==> config.mk <==
export PLATFORM = sky130hd
export DESIGN_NAME = stage_sequencer
export DESIGN_NICKNAME = d
export VERILOG_FILES = /design/src/hdl/stage_sequencer.sv
export SDC_FILE = /design/constraint.sdc
export NUM_CORES = 1
export LEC_CHECK = 0
export BUFFER_PORTS_ARGS = -buffer_cell sky130_fd_sc_hd__buf_2
export CORE_AREA = 2 2 39 41
export DETAILED_ROUTE_END_ITERATION = 16
export DIE_AREA = 0 0 41 43
export PLACE_DENSITY_LB_ADDON = 0.15
export SLEW_MARGIN = 0
export SYNTH_ARGS = -nofsm -noshare
export SYNTH_HDL_FRONTEND = slang
export SYNTH_SLANG_ARGS = --single-unit
export TNS_END_PERCENT = 100
==> constraint.sdc <==
create_clock -name clk -period 1.1 [get_ports clk]
set_input_delay 0.11 -clock clk [delete_from_list [all_inputs] [get_ports clk]]
set_output_delay 0.11 -clock clk [all_outputs]
set_load 0.03 [all_outputs]
==> src/hdl/stage_sequencer.sv <==
module stage_sequencer (
    input  logic       clk,
    input  logic       reset_n,
    input  logic       run,
    input  logic       halt_seen,
    output logic [4:0] stage_enable,
    output logic       halted
);

    typedef enum logic [1:0] {SEQ_IDLE, SEQ_RUNNING, SEQ_HALTED} seq_state_e;

    seq_state_e state;

    always_ff @(posedge clk) begin
        if (!reset_n) begin
            state <= SEQ_IDLE;
            stage_enable <= '0;
        end else begin
            case (state)
                SEQ_IDLE: begin
                    if (run) begin
                        state <= SEQ_RUNNING;
                        stage_enable <= 5'b00001;
                    end
                end
                SEQ_RUNNING: begin
                    // Writeback of EBREAK ends the run
                    if (stage_enable[4] && halt_seen) begin
                        state <= SEQ_HALTED;
                        stage_enable <= '0;
                    end else begin
                        stage_enable <= {stage_enable[3:0], stage_enable[4]};
                    end
                end
                default: stage_enable <= '0;
            endcase
        end
    end

    assign halted = (state == SEQ_HALTED);

    stage_enable_onehot: assert property (@(posedge clk) disable iff (!reset_n)
        $onehot0(stage_enable) && !(halted && |stage_enable))
        else $error("stage_enable not one-hot or active while halted");

endmodule
==> reports/qor.txt <==
Status = finished clean
Synth top area share = 51.6%
Number of I/O pins = 10
Number of CTS-inserted buffers = 3
Clk slew on worst S/H paths = 0.06 ns
Final Power = 566 µW
Worst slew pin tran = 0.159 ns
# setup viols final = 0
Cell row count = 14
Relative slew slack = 89.3%
Worst-path cell chain = and2b_2, buf_6
Synth warn = 0
CTS root buffer = clkbuf_4
Worst r2r src = state[0]$_SDFFE_PN0P_
Max-Cap Viols = 0
Tot GR Track Use = 9.46%
Initial DRC Count = 4
Hold worst-path end = state[1]$_SDFFE_PN0P_
CP top delay family = flip-flops
Fin util = 27.6%
Clk sinks = 7
Gpl congestion = 0.763
Inserted Diodes = 0
Crit-path max cell delay = 0.36 ns
Vias in the first global route = 266
CP Data Arrival Time = 0.97 ns
Clock Tree Buf Depth = 2
Leak = 0.160 nW
Top post-synthesis cells by area = dfxtp_1 (52%), o22ai_1 (12%), nand2_1 (9.7%)
Worst-path maximum fanout = 5
CP startpoint kind = register
Flops & latches, synth = 7
Clk_skew = 0.00459 ns
Gate Count Post-Synth = 29
Core area = 1380 µm²
Slowest-stage cell, CP = dfxtp_4
Grt total ovfl = 0
Ratio of cells with drive above 1 in the final layout = 39.5%
Cell variety after synth = 13
Hold Crit Start = reset_n
WP buf/inv = 1
Cells on Worst Hold Path = 2
Clk_lat worst skew = 0.26 ns
Worst reg-to-reg setup slack = 0.11 ns
RSZ-0062 raised after global routing = true
Post-Route WL = 613 µm
Most frequent cells in the layout = buf_2 (8), nand2_1 (7), o22ai_1 (5), dfxtp_1 (5), clkbuf_4 (3)
Antenna Violating Nets Remaining = 0
Crit path required time = 0.99 ns
Initial Util = 19.6%
DP Worst Slack = 0.104 ns
Hold Slack = 0.168 ns
Most common cell after layout, fill and taps aside = buf_2
DR WL/cell = 10.4 µm
Final worst-path cycle share = 98.0%
CP Capture Type = output port
Initial antenna violation count = 0
R2r worst-path depth = 2
HPWL Detailed = 415 µm
Mapped cell area = 272 µm²
Fin Setup TNS = 0 ns
Cell Pwr Density = 1480 nW/µm²
Crit path kind = register to output port
Die area = 1760 µm²
Peak supply drop = 0.395 mV
Origin of the worst setup path = state[0]$_SDFFE_PN0P_
Clock period minus worst slack = 1.08 ns
Via count = 260
Worst r2r dst = state[0]$_SDFFE_PN0P_
PortBufs = 9
Leading area contributor after synthesis = dfxtp_1
Final setup margin = 0.0223 ns
Worst Hold Class = input port to register
# H-tree levels = 1
DRC viols = 0
Mean Syn Cell Area = 9.36 µm²
Hold Violations, Final = 0
Sequential-to-total area share from yosys stat = 51.6%
Vias/cell = 4.41
FMAX = 0.928 GHz
Height of the die = 43 µm
Nets@finish = 48
CTS tree = built
Slew Viols, Final = 0
Largest net degree at the start of global routing = 9
Post-synthesis net count = 33
First-pass GRT wire length = 1010 µm
Area Overhead vs Synth = 40.6%
Pre-antenna DRT Iters = 2
Die span in x = 41 µm
## cell families after synthesis
group           Yosys count  synth area share, %
flops                     7                 51.6
simple gates             14                 30.0
compound gates            8                 18.4
## stage by stage
stage	cell area (µm²)	std cells
after CTS	380	59
final	382	59
after global placement	337	54
after floorplan	272	29
after detailed placement	337	54
after global routing	382	59
## state kept, by name, summed over array words and instances (netlist names)
register,flops
stage_enable,5
state,2
## worst max path at each step
stage,end,depth (start not counted),slack (ns)
final,halted,2,0.02
after global routing,halted,2,-0.01
after CTS,halted,2,0.01
after detailed placement,stage_enable[2]$_SDFFE_PN0P_,2,0.10
after global placement,stage_enable[1]$_SDFFE_PN0P_,2,0.11
after floorplan,stage_enable[3]$_SDFFE_PN0P_,3,0.11
## cell usage after synthesis
library cell,number
dfxtp_1,7
nand2_1,7
o22ai_1,5
a21boi_0,1
a31oi_1,1
and2b_2,1
and3b_1,1
nand3b_1,1
nor2_1,1
nor2b_1,1
o21ai_0,1
or3_4,1
or3b_1,1
## power by group
group / switching [mW] / internal, mW
sequential: 0.00642 / 0.261
combinational: 0.0309 / 0.0257
clock: 0.103 / 0.139
## area by class of cell
class                           instances  area (µm²)
Tap cell                               16        20.0
Sequential cell                         7         145
Multi-Input combinational cell         22         131
Timing Repair Buffer                   10        58.8
Clock buffer                            4        26.3
Fill cell                             159        1000
## worst register-to-register path, delay by kind of cell, from the launching register on
kind / cells / cell delay [ns]
AO/OA/AOI/OAI: 1 / 0.17
flip-flops: 1 / 0.35
AND/OR/NAND/NOR: 1 / 0.38
## metal layers
layer	global-route usage (%)	wire length [µm]	vias to the layer above	share of wire, %
li1	-	-	134	-
met1	10.0	257	119	42
met2	11.3	315	7	51
met3	6.28	40	0	6.5
met4	10.0	0	0	0
met5	0	0	-	0
## repair_timing
action	4_1_cts	5_1_grt
hold buffers	0	0
gates resized for setup	4	1
setup endpoints to repair	1	1
buffers inserted	1	0
(Power assumes the default switching activity.)
