`src/hdl/cpu_settings.svh`:
```
`ifndef CPU_SETTINGS_SVH
`define CPU_SETTINGS_SVH

// Data word width
`define XLEN 32

// Program memory word address, 256 words
`define PROG_ADDR_WIDTH 8

// Data RAM word address, 256 words
`define DATA_ADDR_WIDTH 8

// First instruction fetched after reset
`define RESET_PC 32'h0000_0000

`endif

```
`src/hdl/cpu_pkg.sv`:
```
`include "cpu_settings.svh"

package cpu_pkg;

    typedef enum logic [6:0] {
        OP_REG    = 7'b0110011,
        OP_IMM    = 7'b0010011,
        OP_LUI    = 7'b0110111,
        OP_AUIPC  = 7'b0010111,
        OP_LOAD   = 7'b0000011,
        OP_STORE  = 7'b0100011,
        OP_BRANCH = 7'b1100011,
        OP_JAL    = 7'b1101111,
        OP_JALR   = 7'b1100111,
        OP_PUTC   = 7'b0001011,
        OP_SYSTEM = 7'b1110011
    } opcode_e;

    typedef enum logic [3:0] {
        ALU_ADD, ALU_SUB, ALU_AND, ALU_OR, ALU_XOR,
        ALU_SLL, ALU_SRL, ALU_SLT, ALU_PASS_B
    } alu_op_e;

    typedef enum logic [1:0] {OPA_RS1, OPA_PC, OPA_ZERO} operand_a_e;
    typedef enum logic [1:0] {OPB_RS2, OPB_IMM, OPB_FOUR} operand_b_e;

    typedef enum logic [1:0] {
        BRANCH_NEVER, BRANCH_EQUAL, BRANCH_NOT_EQUAL, BRANCH_ALWAYS
    } branch_e;

    typedef struct packed {
        logic [6:0] funct7;
        logic [4:0] rs2;
        logic [4:0] rs1;
        logic [2:0] funct3;
        logic [4:0] rd;
        opcode_e    opcode;
    } r_format_t;

    typedef struct packed {
        logic [11:0] imm;
        logic [4:0]  rs1;
        logic [2:0]  funct3;
        logic [4:0]  rd;
        opcode_e     opcode;
    } i_format_t;

    typedef struct packed {
        logic [6:0] imm_high;
        logic [4:0] rs2;
        logic [4:0] rs1;
        logic [2:0] funct3;
        logic [4:0] imm_low;
        opcode_e    opcode;
    } s_format_t;

    typedef struct packed {
        logic       imm_12;
        logic [5:0] imm_10_5;
        logic [4:0] rs2;
        logic [4:0] rs1;
        logic [2:0] funct3;
        logic [3:0] imm_4_1;
        logic       imm_11;
        opcode_e    opcode;
    } b_format_t;

    // Also carries the scrambled JAL immediate
    typedef struct packed {
        logic [19:0] imm;
        logic [4:0]  rd;
        opcode_e     opcode;
    } u_format_t;

    typedef union packed {
        r_format_t r;
        i_format_t i;
        s_format_t s;
        b_format_t b;
        u_format_t u;
    } instruction_t;

    typedef struct packed {
        alu_op_e    alu_op;
        operand_a_e operand_a;
        operand_b_e operand_b;
        branch_e    branch;
        logic       target_from_rs1;
        logic       reg_write;
        logic       mem_to_reg;
        logic       mem_write;
        logic       putc;
        logic       halt;
    } control_t;

    typedef struct packed {
        logic                        enable;
        logic [`PROG_ADDR_WIDTH-1:0] address;
        logic [31:0]                 data;
    } prog_load_t;

    typedef struct packed {
        logic [`XLEN-1:0] pc;
        logic [`XLEN-1:0] rs1_data;
        logic [`XLEN-1:0] rs2_data;
        logic [`XLEN-1:0] imm;
        logic [4:0]       rd;
        control_t         control;
    } decode_out_t;

    typedef struct packed {
        logic [`XLEN-1:0] pc;
        logic [`XLEN-1:0] rs1_data;
        logic [`XLEN-1:0] rs2_data;
        logic [`XLEN-1:0] alu_result;
        logic             zero;
        logic [`XLEN-1:0] target;
        logic [4:0]       rd;
        control_t         control;
    } execute_out_t;

    typedef struct packed {
        logic             enable;
        logic [4:0]       rd;
        logic [`XLEN-1:0] data;
    } writeback_t;

endpackage

```
`src/hdl/decode_stage.sv`:
```
`include "cpu_settings.svh"

module decode_stage import cpu_pkg::*; (
    input  logic             clk,
    input  logic             reset_n,
    input  logic             decode_enable,
    input  logic             writeback_enable,
    input  instruction_t     instruction,
    input  logic [`XLEN-1:0] pc,
    input  writeback_t       writeback,
    output decode_out_t      decoded
);

    logic [`XLEN-1:0] rs1_data;
    logic [`XLEN-1:0] rs2_data;
    logic [`XLEN-1:0] imm;
    control_t         control;

    register_file regs (
        .clk           (clk),
        .reset_n       (reset_n),
        .write_enable  (writeback_enable && writeback.enable),
        .write_address (writeback.rd),
        .write_data    (writeback.data),
        .read_address_a(instruction.r.rs1),
        .read_address_b(instruction.r.rs2),
        .read_data_a   (rs1_data),
        .read_data_b   (rs2_data)
    );

    always_comb begin
        control = '0;
        control.alu_op = ALU_ADD;
        control.operand_a = OPA_RS1;
        control.operand_b = OPB_IMM;
        control.branch = BRANCH_NEVER;
        imm = {{20{instruction.i.imm[11]}}, instruction.i.imm};
        case (instruction.r.opcode)
            OP_REG: begin
                control.operand_b = OPB_RS2;
                control.reg_write = 1'b1;
                case (instruction.r.funct3)
                    3'b000: control.alu_op = instruction.r.funct7[5] ? ALU_SUB : ALU_ADD;
                    3'b001: control.alu_op = ALU_SLL;
                    3'b010: control.alu_op = ALU_SLT;
                    3'b100: control.alu_op = ALU_XOR;
                    3'b101: control.alu_op = ALU_SRL;
                    3'b110: control.alu_op = ALU_OR;
                    default: control.alu_op = ALU_AND;
                endcase
            end
            OP_IMM: begin
                control.reg_write = 1'b1;
                case (instruction.i.funct3)
                    3'b100: control.alu_op = ALU_XOR;
                    3'b110: control.alu_op = ALU_OR;
                    3'b111: control.alu_op = ALU_AND;
                    default: control.alu_op = ALU_ADD;
                endcase
            end
            OP_LUI, OP_AUIPC: begin
                imm = {instruction.u.imm, 12'b0};
                control.reg_write = 1'b1;
                if (instruction.u.opcode == OP_LUI) begin
                    control.operand_a = OPA_ZERO;
                    control.alu_op = ALU_PASS_B;
                end else begin
                    control.operand_a = OPA_PC;
                end
            end
            OP_LOAD: begin
                control.reg_write = 1'b1;
                control.mem_to_reg = 1'b1;
            end
            OP_STORE: begin
                imm = {{20{instruction.s.imm_high[6]}}, instruction.s.imm_high,
                       instruction.s.imm_low};
                control.mem_write = 1'b1;
            end
            OP_BRANCH: begin
                imm = {{19{instruction.b.imm_12}}, instruction.b.imm_12, instruction.b.imm_11,
                       instruction.b.imm_10_5, instruction.b.imm_4_1, 1'b0};
                control.operand_b = OPB_RS2;
                control.alu_op = ALU_SUB;
                control.branch = instruction.b.funct3[0] ? BRANCH_NOT_EQUAL : BRANCH_EQUAL;
            end
            OP_JAL, OP_JALR: begin
                // Link value is pc + 4 from the ALU
                control.operand_a = OPA_PC;
                control.operand_b = OPB_FOUR;
                control.branch = BRANCH_ALWAYS;
                control.reg_write = 1'b1;
                if (instruction.r.opcode == OP_JAL) begin
                    imm = {{11{instruction.u.imm[19]}}, instruction.u.imm[19],
                           instruction.u.imm[7:0], instruction.u.imm[8],
                           instruction.u.imm[18:9], 1'b0};
                end else begin
                    control.target_from_rs1 = 1'b1;
                end
            end
            OP_PUTC: control.putc = 1'b1;
            OP_SYSTEM: control.halt = 1'b1;
            default: ;
        endcase
    end

    always_ff @(posedge clk) begin
        if (!reset_n) begin
            decoded <= '0;
        end else if (decode_enable) begin
            decoded <= '{pc: pc, rs1_data: rs1_data, rs2_data: rs2_data, imm: imm,
                         rd: instruction.r.rd, control: control};
        end
    end

endmodule

```
`src/hdl/register_file.sv`:
```
`include "cpu_settings.svh"

module register_file (
    input  logic             clk,
    input  logic             reset_n,
    input  logic             write_enable,
    input  logic [4:0]       write_address,
    input  logic [`XLEN-1:0] write_data,
    input  logic [4:0]       read_address_a,
    input  logic [4:0]       read_address_b,
    output logic [`XLEN-1:0] read_data_a,
    output logic [`XLEN-1:0] read_data_b
);

    logic [`XLEN-1:0] registers [32];

    always_ff @(posedge clk) begin
        if (!reset_n) begin
            for (int i = 0; i < 32; i++) begin
                registers[i] <= '0;
            end
        end else if (write_enable && write_address != 5'd0) begin
            registers[write_address] <= write_data;
        end
    end

    assign read_data_a = registers[read_address_a];
    assign read_data_b = registers[read_address_b];

    x0_stays_zero: assert property (@(posedge clk) disable iff (!reset_n)
        registers[0] == '0)
        else $error("x0 was written");

endmodule

```
`config.mk`:
```
export PLATFORM = sky130hd
export DESIGN_NAME = decode_stage
export DESIGN_NICKNAME = d
export VERILOG_FILES = /design/src/hdl/cpu_pkg.sv /design/src/hdl/decode_stage.sv /design/src/hdl/register_file.sv
export VERILOG_INCLUDE_DIRS = /design/src /design/src/hdl
export SDC_FILE = /design/constraint.sdc
export NUM_CORES = 2
export LEC_CHECK = 0
export BUFFER_PORTS_ARGS = -buffer_cell sky130_fd_sc_hd__buf_2
export CORE_ASPECT_RATIO = 0.6
export CORE_MARGIN = 3
export CORE_UTILIZATION = 29
export DETAILED_ROUTE_END_ITERATION = 10
export SLEW_MARGIN = 10
export SYNTH_ARGS = -nofsm -noshare
export SYNTH_HDL_FRONTEND = slang
export SYNTH_SLANG_ARGS = --single-unit
```
`constraint.sdc`:
```
create_clock -name clk -period 4.5 [get_ports clk]
set_input_delay 0.675 -clock clk [delete_from_list [all_inputs] [get_ports clk]]
set_output_delay 0.675 -clock clk [all_outputs]
set_load 0.02 [all_outputs]
```
==> reports/metrics.csv <==
stage,metric,value,unit
sta,Slew Limit Fails,0,
sta,RSZ-0062 raised after global routing,no,
cts,CTS H-tree depth,3,
worst_setup_path,RR Startpoint,regs.registers[13][1],
cts,clock-pin slew on the worst setup and hold paths,0.07,ns
route,ANT nets after route,0,
sta,final period utilization,59.1,%
yosys,top-count cell post-synth,mux2i_1,
global_route,total track usage,19.7,%
cells_and_area,final core utilization,33.7,%
worst_setup_path,Worst Path Arrival,3.02,ns
floorplanning,initial core utilization,29.4,%
min_path,Worst Hold Launch,pc[13],
yosys,sequential share of the synthesized area,55.4,%
status,result of the run,"complete, no violations",
cts,Root Driver,clkbuf_16,
cts,TritonCTS Sinks,1173,
route,WL/cell,27.9,um
global_route,vias in the first global route,41600,
cells_and_area,Post-Layout Inst Area,0.0698,sq mm
cts,clk_lat worst skew,0.74,ns
yosys,number of flops mapped to enable cells by yosys,1024,
yosys,unique cell type count in the Yosys netlist,48,
sta,Least-Margin Pin Slew,1.30,ns
yosys,"Avg Cell Area, Syn",12.2,sq um
cts,TritonCTS clock tree,done,
floorplanning,die width,597,um
sta,maximum clock frequency,376,MHz
yosys,"Primary FF master, synth",edfxtp_1,
global_route,first-pass GRT wire length,311000,um
yosys,top post-synthesis cells by area,"edfxtp_1, mux2i_1, and2_1, a22oi_1, dfxtp_1",
global_route,antenna violations before repair,29,
global_route,pin count of the biggest net entering global routing,82,
pwr,Pleak,26.8,nW
route,drt total wl,222000,um
yosys,Commonest cells post-synth,"mux2i_1, edfxtp_1, and2_1, a22oi_1, a21oi_1",
cells_and_area,fill cell count,20300,
worst_setup_path,crit path launch type,primary input,
floorplanning,# rows,129,
floorplanning,Core ar.,0.207,sq mm
cells_and_area,"Net count, final",5186,
cts,# hold bufs at CTS,0,
yosys,Synth top area share,50.5,%
sta,Clock Skew,0.0392,ns
worst_setup_path,Worst setup EP type,flip-flop,
yosys,Seq cells post-synth,1173,
cells_and_area,area of the multi-input gates,0.0255,sq mm
route,total vias in the final route,43700,
yosys,Mapped Area,0.0608,sq mm
sta,hold_ws,0.200,ns
sta,Rel. slew slack,12.8,%
floorplanning,I/O pin count,255,
cells_and_area,Layout area overhead,14.7,%
worst_setup_path,Worst EP required,4.86,ns
sta,final worst path period need,2.66,ns
flow_run,max-cap violation count,0,
min_path,worst hold path type,in -> reg,
yosys,"area leader, netlist",edfxtp_1,
sta,setup_tns,0,ns
pwr,Peak VDD IR,0.336,mV
worst_setup_path,WS Path Type,in -> reg,
placed_design,PortBufs,254,
cts,Clock Tree Buf Depth,3,
floorplanning,die area,0.215,sq mm
yosys,YS warnings,0,
worst_setup_path,worst-path fanout max,17,
worst_setup_path,start point of the critical path,writeback[36],
placed_design,final HPWL from detailed placement,142000,um
sta,Finish-stage setup viols,0,
cells_and_area,ratio of cells with drive above 1 in the final layout,13.2,%
route,DR vias/cell,5.50,
placed_design,gp weighted congestion,0.851,
placed_design,placed inst area,0.0661,sq mm
global_route,grt ovf,0,
route,First DRT Iteration DRCs,6496,
sta,Final Hold Fails,0,
cells_and_area,register area,0.0337,sq mm
route,# DRC,0,
yosys,share of flip-flops with an asynchronous set or reset after synthesis,0,%
cts,CTS resizes,0,
pwr,pwr dens,369,mW/mm^2
cts,setup bufs post-CTS,0,
yosys,Syn Inst Count,5005,
cts,Num CTS Buffers,108,
route,Detailed Routing Iterations Pass 1,8,
floorplanning,die height,361,um
[routing by layer]
layer	up-vias	wire (um)	part of all wire, %	track usage, %
met4	8	5960	2.7	5.19
li1	18700	-	-	-
met3	351	26300	12	4.95
met5	-	60	0.027	0
met2	2652	88100	40	27.0
met1	22000	101000	46	30.3
[layout make-up]
cell class	instances	share of cell area, %
Sequential cell	1173	48.3
Timing Repair Buffer	435	4.88
Multi-Input combinational cell	3357	36.5
Tap cell	2751	4.93
Clock inverter	63	1.01
Antenna cell	20	0.0717
Inverter	5	0.0305
Clock buffer	141	4.25
[cells in the final DEF, fill, tap and decap left out, types with 4 or more instances in the layout]
cell type   instances
nand3_1            12
conb_1             32
a21oi_1           366
clkbuf_1           21
nor3_1              5
bufinv_16          12
o21ai_4            31
buf_4             122
buf_2             250
diode_2            20
a22oi_1           512
and2_1            997
clkinv_2           15
or4_1              64
nand2_1            19
nor2_1             62
dfxtp_1           149
clkbuf_8           10
nor2_4             33
a31oi_1             6
clkbuf_16         110
nor2b_4             4
clkinv_1           18
nand2_2             5
buf_12             59
o21ai_0            91
mux2i_1          1074
clkinvlp_4          8
edfxtp_1         1024
nand3b_1            5
[worst max-delay path, cell delays in order]
cell	delay [ns]
buf_2	0.14
nand3b_1	0.68
o21ai_4	0.95
buf_4	0.51
[logic make-up (layout without fill, tap and decap cells)]
logic type,Yosys count,in the layout,synth area share [%]
buffers and inverters,506,644,3.96
DFF,1173,1173,55.4
muxes,1074,1074,17.7
other,1,52,0.00616
AOI/OAI and AO/OA,1022,1022,10.6
xor gates and xnor gates,1,1,0.0144
and+or+nand+nor,1228,1228,12.3
[metrics by stage]
stage	setup WS, ns	std cells	total power [W]
floorplan	0.406	5036	0.0147
global placement	1.22	7721	0.0160
detailed placement	1.17	7721	0.0160
CTS	1.95	7925	0.0257
global route	1.84	7927	0.0265
finish	1.84	7945	0.0258
[report_power, final]
group / internal [W] / switching (W) / leakage, nW / total [W]
Clock: 0.00537 / 0.00449 / 1.77 / 0.00986
Combinational: 0.00104 / 0.00209 / 14.0 / 0.00313
Sequential: 0.0124 / 0.000356 / 11.0 / 0.0128
[sequential cells by signal, summed over array words and instances (netlist names)]
register / cells
decoded: 149
regs.registers: 1024
[final timing paths]
| kind | cells past startpoint | end | slack (ns) |
|---|---|---|---|
| hold / removal | 3 | decoded[130] | 0.20 |
| hold reg to reg | 2 | decoded[26] | 0.46 |
| setup / recovery | 4 | regs.registers[14][27] | 1.84 |
| setup reg to reg | 5 | decoded[54] | 2.44 |
No activity file was read; power rests on OpenSTA's default activity.
